[config.mk]
export PLATFORM = sky130hd
export DESIGN_NAME = scalar_unit
export DESIGN_NICKNAME = d
export VERILOG_FILES = /design/src/hdl/scalar_core_pkg.sv /design/src/hdl/scalar_isa_pkg.sv /design/src/hdl/scalar_unit.sv /design/src/hdl/condition_register.sv /design/src/hdl/scalar_alu.sv /design/src/hdl/register_file.sv /design/src/hdl/program_counter.sv /design/src/hdl/scalar_sequencer.sv
export SDC_FILE = /design/constraint.sdc
export NUM_CORES = 1
export LEC_CHECK = 0
export BUFFER_PORTS_ARGS = -buffer_cell sky130_fd_sc_hd__buf_2
export CORE_AREA = 2 2 283 173
export CTS_CLUSTER_DIAMETER = 30
export DETAILED_ROUTE_END_ITERATION = 6
export DIE_AREA = 0 0 285 175
export GPL_ROUTABILITY_DRIVEN = 1
export PLACE_DENSITY = 0.5
export SLEW_MARGIN = 20
export SYNTH_ARGS = -nofsm -noshare
export SYNTH_HDL_FRONTEND = slang
export SYNTH_HIERARCHICAL = 1
export SYNTH_SLANG_ARGS = --single-unit
[constraint.sdc]
create_clock -name clock -period 5.6 [get_ports clock]
set_input_delay 1.68 -clock clock [delete_from_list [all_inputs] [get_ports clock]]
set_output_delay 1.68 -clock clock [all_outputs]
set_load 0.02 [all_outputs]
[src/hdl/scalar_core_pkg.sv]
package scalar_core_pkg;

	////////////////////////////////////////////////////////////////////////////
	// Sequencer and status definitions
	////////////////////////////////////////////////////////////////////////////

	// One instruction walks FETCH -> DECODE -> EXECUTE
	typedef enum logic [1:0] {
		ST_FETCH,
		ST_DECODE,
		ST_EXECUTE,
		ST_HALT
	} seq_state_t;

	// Status flags written by ALU operations and OP_CMP
	typedef struct packed {
		logic zero;
		logic negative;
		logic carry;
	} status_t;

endpackage

[src/hdl/scalar_isa_pkg.sv]
package scalar_isa_pkg;

	////////////////////////////////////////////////////////////////////////////
	// Instruction word layout
	//  [23:20] opcode, [19:17] dst, [16:14] src1, [13:11] src2, [10:0] imm
	////////////////////////////////////////////////////////////////////////////

	localparam int INSTR_WIDTH   = 24;
	localparam int OPCODE_WIDTH  = 4;
	localparam int REG_SEL_WIDTH = 3;
	localparam int IMM_WIDTH     = 11;

	// Operation codes, encoded in listed order from zero
	typedef enum logic [OPCODE_WIDTH-1:0] {
		OP_NOP,
		OP_ADD,
		OP_SUB,
		OP_AND,
		OP_OR,
		OP_XOR,
		OP_SHL,
		OP_SHR,
		OP_ADDI,
		OP_LDI,
		OP_MOVS,
		OP_MOVO,
		OP_CMP,
		OP_BR,
		OP_JMP,
		OP_END
	} opcode_t;

	// Branch condition, low bits of the dst field of OP_BR
	typedef enum logic [1:0] {
		COND_ALWAYS,
		COND_EQ,
		COND_NE,
		COND_LT
	} cond_t;

endpackage
[src/hdl/scalar_unit.sv]
`timescale 1ns/1ps

module scalar_unit #(
	parameter int DATA_WIDTH = 16,
	parameter int ADDR_WIDTH = 8
) (
	input  logic                                   clock,
	input  logic                                   reset,
	input  logic                                   enable,
	output logic                                   instr_read,
	output logic [ADDR_WIDTH-1:0]                  instr_address,
	input  logic [scalar_isa_pkg::INSTR_WIDTH-1:0] instr,
	input  logic [DATA_WIDTH-1:0]                  scalar_in,
	output logic [DATA_WIDTH-1:0]                  scalar_out,
	output scalar_core_pkg::status_t               status,
	output logic                                   term
);

	import scalar_isa_pkg::*;
	import scalar_core_pkg::*;

	// Decoded instruction
	opcode_t                  opcode;
	cond_t                    cond;
	logic [REG_SEL_WIDTH-1:0] dst_sel;
	logic [REG_SEL_WIDTH-1:0] src1_sel;
	logic [REG_SEL_WIDTH-1:0] src2_sel;
	logic [IMM_WIDTH-1:0]     immediate;
	logic [ADDR_WIDTH-1:0]    target;

	// Strobes
	logic reg_we;
	logic out_we;
	logic flags_we;
	logic pc_advance;
	logic pc_load;
	logic branch_taken;

	// Datapath
	logic [DATA_WIDTH-1:0] src1_data;
	logic [DATA_WIDTH-1:0] src2_data;
	logic [DATA_WIDTH-1:0] alu_result;
	status_t               alu_flags;

	////////////////////////////////////////////////////////////////////////////
	// Control
	////////////////////////////////////////////////////////////////////////////

	scalar_sequencer #(
		.ADDR_WIDTH   (ADDR_WIDTH)
	) scalar_sequencer_inst (
		.clock        (clock),
		.reset        (reset),
		.enable       (enable),
		.instr        (instr),
		.branch_taken (branch_taken),
		.instr_read   (instr_read),
		.term         (term),
		.opcode       (opcode),
		.dst_sel      (dst_sel),
		.src1_sel     (src1_sel),
		.src2_sel     (src2_sel),
		.immediate    (immediate),
		.cond         (cond),
		.target       (target),
		.reg_we       (reg_we),
		.out_we       (out_we),
		.flags_we     (flags_we),
		.pc_advance   (pc_advance),
		.pc_load      (pc_load)
	);

	program_counter #(
		.ADDR_WIDTH    (ADDR_WIDTH)
	) program_counter_inst (
		.clock         (clock),
		.reset         (reset),
		.enable        (enable),
		.pc_advance    (pc_advance),
		.pc_load       (pc_load),
		.target        (target),
		.instr_address (instr_address)
	);

	////////////////////////////////////////////////////////////////////////////
	// Datapath
	////////////////////////////////////////////////////////////////////////////

	register_file #(
		.DATA_WIDTH (DATA_WIDTH)
	) register_file_inst (
		.clock      (clock),
		.reset      (reset),
		.enable     (enable),
		.src1_sel   (src1_sel),
		.src2_sel   (src2_sel),
		.dst_sel    (dst_sel),
		.reg_we     (reg_we),
		.out_we     (out_we),
		.write_data (alu_result),
		.src1_data  (src1_data),
		.src2_data  (src2_data),
		.scalar_out (scalar_out)
	);

	scalar_alu #(
		.DATA_WIDTH (DATA_WIDTH)
	) scalar_alu_inst (
		.opcode     (opcode),
		.src1_data  (src1_data),
		.src2_data  (src2_data),
		.immediate  (immediate),
		.scalar_in  (scalar_in),
		.result     (alu_result),
		.flags      (alu_flags)
	);

	condition_register #(
		.DATA_WIDTH   (DATA_WIDTH)
	) condition_register_inst (
		.clock        (clock),
		.reset        (reset),
		.enable       (enable),
		.flags_we     (flags_we),
		.flags        (alu_flags),
		.cond         (cond),
		.status       (status),
		.branch_taken (branch_taken)
	);

endmodule

[src/hdl/condition_register.sv]
`timescale 1ns/1ps

module condition_register #(
	parameter int DATA_WIDTH = 16
) (
	input  logic                      clock,
	input  logic                      reset,
	input  logic                      enable,
	input  logic                      flags_we,
	input  scalar_core_pkg::status_t  flags,
	input  scalar_isa_pkg::cond_t     cond,
	output scalar_core_pkg::status_t  status,
	output logic                      branch_taken
);

	import scalar_isa_pkg::*;

	always_ff @(posedge clock) begin
		if (reset) begin
			status <= '0;
		end else if (enable && flags_we) begin
			status <= flags;
		end
	end

	////////////////////////////////////////////////////////////////////////////
	// Branch condition against stored flags
	////////////////////////////////////////////////////////////////////////////

	always_comb begin
		case (cond)
			COND_ALWAYS: branch_taken = 1'b1;
			COND_EQ:     branch_taken = status.zero;
			COND_NE:     branch_taken = !status.zero;
			COND_LT:     branch_taken = status.negative;
			default:     branch_taken = 1'b0;
		endcase
	end

endmodule

[src/hdl/scalar_alu.sv]
`timescale 1ns/1ps

module scalar_alu #(
	parameter int DATA_WIDTH = 16
) (
	input  scalar_isa_pkg::opcode_t                 opcode,
	input  logic [DATA_WIDTH-1:0]                   src1_data,
	input  logic [DATA_WIDTH-1:0]                   src2_data,
	input  logic [scalar_isa_pkg::IMM_WIDTH-1:0]    immediate,
	input  logic [DATA_WIDTH-1:0]                   scalar_in,
	output logic [DATA_WIDTH-1:0]                   result,
	output scalar_core_pkg::status_t                flags
);

	import scalar_isa_pkg::*;

	// Shift distance taken from the low bits of src2
	localparam int SHIFT_BITS = 4;

	logic [DATA_WIDTH-1:0] imm_sext;
	logic [DATA_WIDTH-1:0] imm_zext;
	logic [SHIFT_BITS-1:0] shamt;
	logic [DATA_WIDTH:0]   wide;

	assign imm_sext = DATA_WIDTH'(signed'(immediate));
	assign imm_zext = DATA_WIDTH'(immediate);
	assign shamt    = src2_data[SHIFT_BITS-1:0];

	////////////////////////////////////////////////////////////////////////////
	// Result with carry in the extra top bit
	////////////////////////////////////////////////////////////////////////////

	always_comb begin
		case (opcode)
			OP_ADD:  wide = {1'b0, src1_data} + {1'b0, src2_data};
			// Carry set means no borrow
			OP_SUB,
			OP_CMP:  wide = {1'b0, src1_data} + {1'b0, ~src2_data} + 1'b1;
			OP_ADDI: wide = {1'b0, src1_data} + {1'b0, imm_sext};
			OP_AND:  wide = {1'b0, src1_data & src2_data};
			OP_OR:   wide = {1'b0, src1_data | src2_data};
			OP_XOR:  wide = {1'b0, src1_data ^ src2_data};
			OP_SHL:  wide = {1'b0, src1_data << shamt};
			OP_SHR:  wide = {1'b0, src1_data >> shamt};
			OP_LDI:  wide = {1'b0, imm_zext};
			OP_MOVS: wide = {1'b0, scalar_in};
			OP_MOVO: wide = {1'b0, src1_data};
			default: wide = '0;
		endcase
	end

	assign result = wide[DATA_WIDTH-1:0];

	// Flags only land in status when the sequencer says so
	assign flags = '{
		zero:     (result == '0),
		negative: result[DATA_WIDTH-1],
		carry:    wide[DATA_WIDTH]
	};

endmodule

[src/hdl/register_file.sv]
`timescale 1ns/1ps

module register_file #(
	parameter int DATA_WIDTH = 16
) (
	input  logic                                     clock,
	input  logic                                     reset,
	input  logic                                     enable,
	input  logic [scalar_isa_pkg::REG_SEL_WIDTH-1:0] src1_sel,
	input  logic [scalar_isa_pkg::REG_SEL_WIDTH-1:0] src2_sel,
	input  logic [scalar_isa_pkg::REG_SEL_WIDTH-1:0] dst_sel,
	input  logic                                     reg_we,
	input  logic                                     out_we,
	input  logic [DATA_WIDTH-1:0]                    write_data,
	output logic [DATA_WIDTH-1:0]                    src1_data,
	output logic [DATA_WIDTH-1:0]                    src2_data,
	output logic [DATA_WIDTH-1:0]                    scalar_out
);

	import scalar_isa_pkg::*;

	localparam int NUM_REGS = 2 ** REG_SEL_WIDTH;

	logic [DATA_WIDTH-1:0] regs [NUM_REGS];

	// General registers, single write port
	always_ff @(posedge clock) begin
		if (reset) begin
			for (int i = 0; i < NUM_REGS; i++) begin
				regs[i] <= '0;
			end
		end else if (enable && reg_we) begin
			regs[dst_sel] <= write_data;
		end
	end

	// Scalar output register fed from the first read port
	always_ff @(posedge clock) begin
		if (reset) begin
			scalar_out <= '0;
		end else if (enable && out_we) begin
			scalar_out <= src1_data;
		end
	end

	assign src1_data = regs[src1_sel];
	assign src2_data = regs[src2_sel];

endmodule

[src/hdl/program_counter.sv]
`timescale 1ns/1ps

module program_counter #(
	parameter int ADDR_WIDTH = 8
) (
	input  logic                  clock,
	input  logic                  reset,
	input  logic                  enable,
	input  logic                  pc_advance,
	input  logic                  pc_load,
	input  logic [ADDR_WIDTH-1:0] target,
	output logic [ADDR_WIDTH-1:0] instr_address
);

	logic [ADDR_WIDTH-1:0] pc;
	logic [ADDR_WIDTH-1:0] next_pc;

	// Jump or branch target wins over the sequential address
	always_comb begin
		if (pc_load) begin
			next_pc = target;
		end else begin
			next_pc = pc + 1'b1;
		end
	end

	////////////////////////////////////////////////////////////////////////////
	// Address register
	////////////////////////////////////////////////////////////////////////////

	always_ff @(posedge clock) begin
		if (reset) begin
			pc <= '0;
		end else if (enable && pc_advance) begin
			pc <= next_pc;
		end
	end

	// Wraps at 2**ADDR_WIDTH on overflow
	assign instr_address = pc;

endmodule

[src/hdl/scalar_sequencer.sv]
`timescale 1ns/1ps

module scalar_sequencer #(
	parameter int ADDR_WIDTH = 8
) (
	input  logic                                        clock,
	input  logic                                        reset,
	input  logic                                        enable,
	input  logic [scalar_isa_pkg::INSTR_WIDTH-1:0]      instr,
	input  logic                                        branch_taken,
	output logic                                        instr_read,
	output logic                                        term,
	output scalar_isa_pkg::opcode_t                     opcode,
	output logic [scalar_isa_pkg::REG_SEL_WIDTH-1:0]    dst_sel,
	output logic [scalar_isa_pkg::REG_SEL_WIDTH-1:0]    src1_sel,
	output logic [scalar_isa_pkg::REG_SEL_WIDTH-1:0]    src2_sel,
	output logic [scalar_isa_pkg::IMM_WIDTH-1:0]        immediate,
	output scalar_isa_pkg::cond_t                       cond,
	output logic [ADDR_WIDTH-1:0]                       target,
	output logic                                        reg_we,
	output logic                                        out_we,
	output logic                                        flags_we,
	output logic                                        pc_advance,
	output logic                                        pc_load
);

	import scalar_isa_pkg::*;
	import scalar_core_pkg::*;

	// Field positions, counted down from the top of the word
	localparam int OP_LSB   = INSTR_WIDTH - OPCODE_WIDTH;
	localparam int DST_LSB  = OP_LSB - REG_SEL_WIDTH;
	localparam int SRC1_LSB = DST_LSB - REG_SEL_WIDTH;
	localparam int SRC2_LSB = SRC1_LSB - REG_SEL_WIDTH;

	seq_state_t             state;
	logic [INSTR_WIDTH-1:0] instr_reg;
	logic                   executing;
	logic                   writes_reg;
	logic                   writes_out;
	logic                   writes_flags;

	////////////////////////////////////////////////////////////////////////////
	// State machine
	////////////////////////////////////////////////////////////////////////////

	always_ff @(posedge clock) begin
		if (reset) begin
			state <= ST_FETCH;
		end else if (enable) begin
			case (state)
				ST_FETCH:   state <= ST_DECODE;
				ST_DECODE:  state <= ST_EXECUTE;
				ST_EXECUTE: state <= (opcode == OP_END) ? ST_HALT : ST_FETCH;
				default:    state <= ST_HALT;
			endcase
		end
	end

	// Memory answers during DECODE
	always_ff @(posedge clock) begin
		if (enable && state == ST_DECODE) begin
			instr_reg <= instr;
		end
	end

	// Single-cycle pulse, not stretched by a low enable
	always_ff @(posedge clock) begin
		if (reset) begin
			term <= 1'b0;
		end else begin
			term <= enable && executing && opcode == OP_END;
		end
	end

	assign instr_read = enable && state == ST_FETCH;
	assign executing  = state == ST_EXECUTE;

	// Instruction fields
	assign opcode    = opcode_t'(instr_reg[INSTR_WIDTH-1:OP_LSB]);
	assign dst_sel   = instr_reg[OP_LSB-1:DST_LSB];
	assign src1_sel  = instr_reg[DST_LSB-1:SRC1_LSB];
	assign src2_sel  = instr_reg[SRC1_LSB-1:SRC2_LSB];
	assign immediate = instr_reg[IMM_WIDTH-1:0];
	assign cond      = cond_t'(instr_reg[DST_LSB+1:DST_LSB]);
	assign target    = immediate[ADDR_WIDTH-1:0];

	////////////////////////////////////////////////////////////////////////////
	// Write strobe decode
	////////////////////////////////////////////////////////////////////////////

	always_comb begin
		writes_reg   = 1'b0;
		writes_out   = 1'b0;
		writes_flags = 1'b0;
		case (opcode)
			OP_ADD, OP_SUB, OP_AND, OP_OR, OP_XOR,
			OP_SHL, OP_SHR, OP_ADDI, OP_MOVS: begin
				writes_reg   = 1'b1;
				writes_flags = 1'b1;
			end
			OP_LDI:  writes_reg = 1'b1;
			OP_MOVO: writes_out = 1'b1;
			OP_CMP:  writes_flags = 1'b1;
			default: ;
		endcase
	end

	assign reg_we     = executing && writes_reg;
	assign out_we     = executing && writes_out;
	assign flags_we   = executing && writes_flags;
	assign pc_advance = executing;
	assign pc_load    = executing && (opcode == OP_JMP || (opcode == OP_BR && branch_taken));

endmodule

After elaboration in Yosys (flattened, before gate mapping)
Memory sizes are Yosys's and may differ from the RTL's. A register that Yosys moved wholly into a read port is not among the register bits. Cells that the tools add are included. W data, S select, Z words.

Register bits after elaboration: 54. Latch bits: 0. RAM bits: 128. ROM bits: 0. Bits of input ports: 43. Output and inout port bits: 29. Logic and storage cells: 79. Memories kept: 1.

Memories: register_file_inst.regs (words 8, width 16, read ports 2, clocked after memory_dff 2, wr ports 8, RTL line register_file.sv:24) `logic [DATA_WIDTH-1:0] regs [NUM_REGS];`.

Add/sub/neg operators: 5. Multipliers: 0. Divide/modulo/power cells: 0. Order comparisons: 0. Equality and inequality tests: 20. Shifts and indexed selects: 2. Mux-type cells: 18. Bitwise logic cells: 4. Reduce and logical (&&, ||, !) cells: 21.

Operators with widths (number): $pmux W17 S11 (1); $add A16 B16 Y17 (3); $eq A4 B4 Y1 const B (8); $reduce_or A10 Y1 (2); $add A17 B1 Y17 const B (1); $and A16 B16 Y16 (1); $eq A4 B3 Y1 const B (4); $logic_not A16 Y1 (1); $mux W16 (1); $not A16 Y16 (1); $or A16 B16 Y16 (1); $reduce_or A16 Y1 (1); $shl A16 B4 Y16 (1); $shr A16 B4 Y16 (1); $xor A16 B16 Y16 (1); $logic_and A1 B1 Y1 (12); $mux W1 (9); $mux W3 (3); $add A8 B1 Y8 const B (1); $eq A4 B2 Y1 const B (2); $mux W8 (1); $eq A2 B2 Y1 const B (3); $pmux W2 S3 (1); $eq A2 B1 Y1 const B (2); other kinds (7) (8).

Depth between registers and ports, before layout
Word-level depth: 10. Depth in mapped cells: 23. Mapped depth without buffers: 17.

By module
The synthesis kept the hierarchy.

By module, submodules not included: register_file (instances 1, cells an instance 527, area each 7552.2 um^2, sequential area each 4164.0 um^2); scalar_alu (instances 1, cells an instance 675, area each 4860.9 um^2, sequential area each 0.0 um^2); scalar_sequencer (instances 1, cells an instance 58, area each 1023.5 um^2, sequential area each 780.7 um^2); program_counter (instances 1, cells an instance 62, area each 515.5 um^2, sequential area each 160.2 um^2); condition_register (instances 1, cells an instance 15, area each 148.9 um^2, sequential area each 60.1 um^2).

Worst setup path after synthesis
OpenSTA, ideal clock, no wires.

Path type: reg2reg. From: register, netlist name scalar_sequencer_inst/instr_reg[11]. To: register, netlist name condition_register_inst/status[2]. Setup time: 70 ps. Arrival: 6027 ps. Data required time: 5530 ps. Path slack: -497 ps. Cell stages (with the launch flop): 24. Path buffers: 6. Clock period less this slack: 6097 ps. Path through: edfxtp_1 -> buf_2 -> buf_6 -> mux4_2 -> mux2_2 -> buf_6 -> buf_2 -> inv_1 -> clkbuf_1 -> clkbuf_1 -> o21ai_0 -> ha_1 -> fa_1 -> a21o_1 -> a21oi_1 -> xor2_1 -> o22ai_1 -> or3_1 -> or4_1 -> or4_1 -> or4_1 -> nor4_2 -> nand3_1 -> a21oi_1.

==> results.toml <==
[worst_setup_path]
path_common_cell = "or4_1"
cp.arrival_ns = 5.73
cpPeakStageDelay_ns = 0.60
crit_path_max_fanout = 8
crit_cells = 16
worstPathCellList = "buf_4 -> buf_4 -> mux4_2 -> mux2_2 -> inv_1 -> ha_1 -> or3_1 -> o2111ai_1 -> xnor2_1 -> a221o_1 -> or4_1 -> or4_1 -> or4_1 -> nor4_2 -> nand3_1 -> a21oi_1"
slowest_stage = "or4_1"
end_kind = "flop"
rr_endpoint = "condition_register_inst/status[2]$_SDFFE_PP0P_"
rr_worst_depth = 16
startpoint_type = "flop"
crit_required_ns = 5.98
cpLargestDelayFamily = "simple AND/OR/NAND/NOR gates"
cp_num_buf_inv = 3
r2r_start = "scalar_sequencer_inst/instr_reg[11]$_DFFE_PP_"
r2r_slack_ns = 0.25
critPathKind = "flop to flop"

[drt]
wl_per_cell_um = 26.6
drc_errors = 0
viasPerCell = 5.68
drt_iter0_drc = 1514
vias = 11800
wl_um = 55300
dr.pass1.iters = 5
postRouteAntennaNets = 0

[floorplanning]
die_h_um = 175
core_mm2 = 0.0473
start_util_pct = 29.8
dieWidth_um = 285
rows = 62
io_pins = 72
die_area_mm2 = 0.0499

[sta]
tns_ns = 0
layout_setup_ws_ns = 0.249
rsz0062_at_grt = "false"
worst-slew-pin-transition_ns = 1.12
slew_headroom_pct = 25.2
finalCritPeriodShare_pct = 95.6
clock_skew_ns = 0.0151
finalCriticalPeriod_ns = 5.35
whs_ns = 0.547
final-hold-violation-count = 0
drv_slew = 0
max_freq_mhz = 187
setup_viol = 0

[power]
p_sw_share_pct = 33.8
pwr-share-comb_pct = 28.4
ir_drop_uv = 196
p_int_w = 0.00254
p_leak_nw = 6.30
power_density_mw_per_mm2 = 239
power.switching_w = 0.00129
sequentialPowerShare_pct = 40.1
power_frac_clock_pct = 31.4

[final_layout]
diodes = 0
layout-drive-gt1-share_pct = 24.6
areaGrowthSynthToFinish_pct = 13.9
largest_reg_flops = 128
fill_cells = 4808
fin_nets = 1540
stdcell_count = 2079

[synthesis]
synth_fa_ha_area_share_pct = 6.41
yosysSeqAreaShare_pct = 36.6
synth_simple_gate_area_share_pct = 17.8
async_flop_share_pct = 0
netlist_instances = 1337
synth_top_family_by_area = "simple AND/OR/NAND/NOR gates"
synth_area_leaders = "edfxtp_1, mux4_2, and2_1, ha_1, mux2i_1"
yosysUniqueCellTypes = 90
synthXorXnorAreaFrac_pct = 1.12
synth_most_common_cell = "edfxtp_1"
synth_compound_area_share_pct = 15.3
ys_warn_count = 6
syn_area_per_cell_um2 = 10.5
synthFlopType = "edfxtp_1"
ys_top_cells_by_count = "edfxtp_1, and2_1, nor2_1"
synthMuxAreaShare_pct = 17.6
ys_ff_latch = 182
synth_edf_count = 152
synth_area_mm2 = 0.0141
yosysTopAreaCell = "edfxtp_1"
synth_top_area_share_pct = 32.4
syn_nets = 1451

[grt]
grt_antenna_before_repair = 0
grt_overflow = 0
grt_use_total_pct = 21.9
grt_first_pass_wirelength_um = 79600
grt_pass1_vias = 11100
grt_max_degree = 44

[placement]
place_inst = 2047
io_buffers = 71
dp_hpwl_um = 40900
place_congestion = 1.02
pre_cts_slack_ns = 0.286

[cts]
cts_buffer_depth = 2
insertion_delay_ns = 0.46
clkTransAtPathRegs_ns = 0.08
cts_setup_buffers = 0
cts_made_buffers = 17
postCtsHoldBufs = 0
cts_tree = "built"
cts_num_sinks = 182
clock-root-buffer = "clkbuf_16"
htree_levels = 4

[min_path]
min_path_type = "flop to flop"
min_from = "scalar_sequencer_inst/state[0]$_SDFFE_PP0P_"
min_to = "scalar_sequencer_inst/state[1]$_SDFFE_PP0P_"
whs_path_depth = 2

[status]
status = "complete, no violations"

[flow_run]
max_cap_violations = 0
==> metal layers <==
metal	part of all wire [%]	global-route usage (%)	up-vias
met4	0.53	2.55	0
met1	52	36.3	5986
met2	37	27.3	575
met3	11	6.76	38
li1	-	-	5205
met5	0	0	-
==> timing repair <==
item                                    4_1_cts  5_1_grt
resized for setup                             0        2
endpoints found under the setup margin        0        1
endpoints found under the hold margin         0        0
==> power groups by stage <==
stage	Combinational, W	Clock [W]	Sequential (W)
6_report	0.00109	0.00121	0.00154
5_1_grt	0.00115	0.00127	0.00154
4_1_cts	0.00106	0.00123	0.00154
3_5_place_dp	0.00105	0	0.00157
3_3_place_gp	0.00105	0	0.00157
2_1_floorplan	0.000660	0	0.00156
==> worst max-delay path by stage <==
stage	slack [ns]	startpoint	to
6_report	0.25	scalar_sequencer_inst/instr_reg[11]$_DFFE_PP_	condition_register_inst/status[2]$_SDFFE_PP0P_
5_1_grt	0.01	scalar_sequencer_inst/instr_reg[11]$_DFFE_PP_	condition_register_inst/status[2]$_SDFFE_PP0P_
4_1_cts	0.26	scalar_sequencer_inst/instr_reg[11]$_DFFE_PP_	condition_register_inst/status[2]$_SDFFE_PP0P_
3_5_place_dp	0.29	scalar_sequencer_inst/instr_reg[11]$_DFFE_PP_	condition_register_inst/status[2]$_SDFFE_PP0P_
3_3_place_gp	0.32	scalar_sequencer_inst/instr_reg[11]$_DFFE_PP_	condition_register_inst/status[2]$_SDFFE_PP0P_
2_1_floorplan	0.001	scalar_sequencer_inst/instr_reg[11]$_DFFE_PP_	condition_register_inst/status[2]$_SDFFE_PP0P_
==> cell usage in the layout (no fill, tap or decap), drive strengths merged, types with 6 or more instances in the layout <==
cell    count
edfxtp    152
or3         6
xnor2       9
o21ai      51
a221oi     23
a21o       10
o211ai     12
ha         69
nand3      22
or2        10
o21a       18
and3        8
nand3b      9
mux2i      66
o221ai      8
inv        52
o22ai      25
a211oi     17
mux2       61
dfxtp      30
mux4       50
buf       164
nor2      100
a22oi       6
and2      140
nor3       12
clkbuf     19
nand2      65
nand2b     21
xor2        9
a21oi      56
a221o       6
nor2b      11
clkinv     11
nor3b       7
==> worst reg2reg max path: stages (launching register included) <==
cell and delay (ns):
edfxtp_1 0.42, buf_4 0.25, buf_4 0.20, mux4_2 0.50, mux2_2 0.31, inv_1 0.13, ha_1 0.31, or3_1 0.39
o2111ai_1 0.35, xnor2_1 0.12, a221o_1 0.39, or4_1 0.60, or4_1 0.42, or4_1 0.49, nor4_2 0.18, nand3_1 0.11
a21oi_1 0.13
==> per-stage QoR <==
step                      total power, W  area (um^2)  utilization, %
after floorplan                  0.00222        14100               -
after global placement           0.00262        15500            32.7
after detailed placement         0.00262        15500            32.7
after CTS                        0.00382        16000            33.9
after global routing             0.00397        16100            33.9
final                            0.00383        16100            33.9
==> cells by family (layout without fill, tap and decap cells) <==
logic type | count (synthesis) | after routing
AND/OR/NAND/NOR | 449 | 449
AO/OA/AOI/OAI | 294 | 294
flip-flops | 182 | 182
multiplexers | 177 | 177
buffers and inverters | 146 | 248
adder cells (fa/ha/maj) | 71 | 71
XOR/XNOR | 18 | 18
==> layout make-up <==
class | instances | area, um^2 | area share [%]
timing repair buffer | 164 | 1110 | 6.90
inverter | 52 | 195 | 1.22
clock inverter | 13 | 129 | 0.803
clock buffer | 19 | 433 | 2.70
sequential | 182 | 5160 | 32.2
tap | 640 | 801 | 4.99
multi-input combinational | 1009 | 8230 | 51.2
Power figures use the tool's default switching activity.
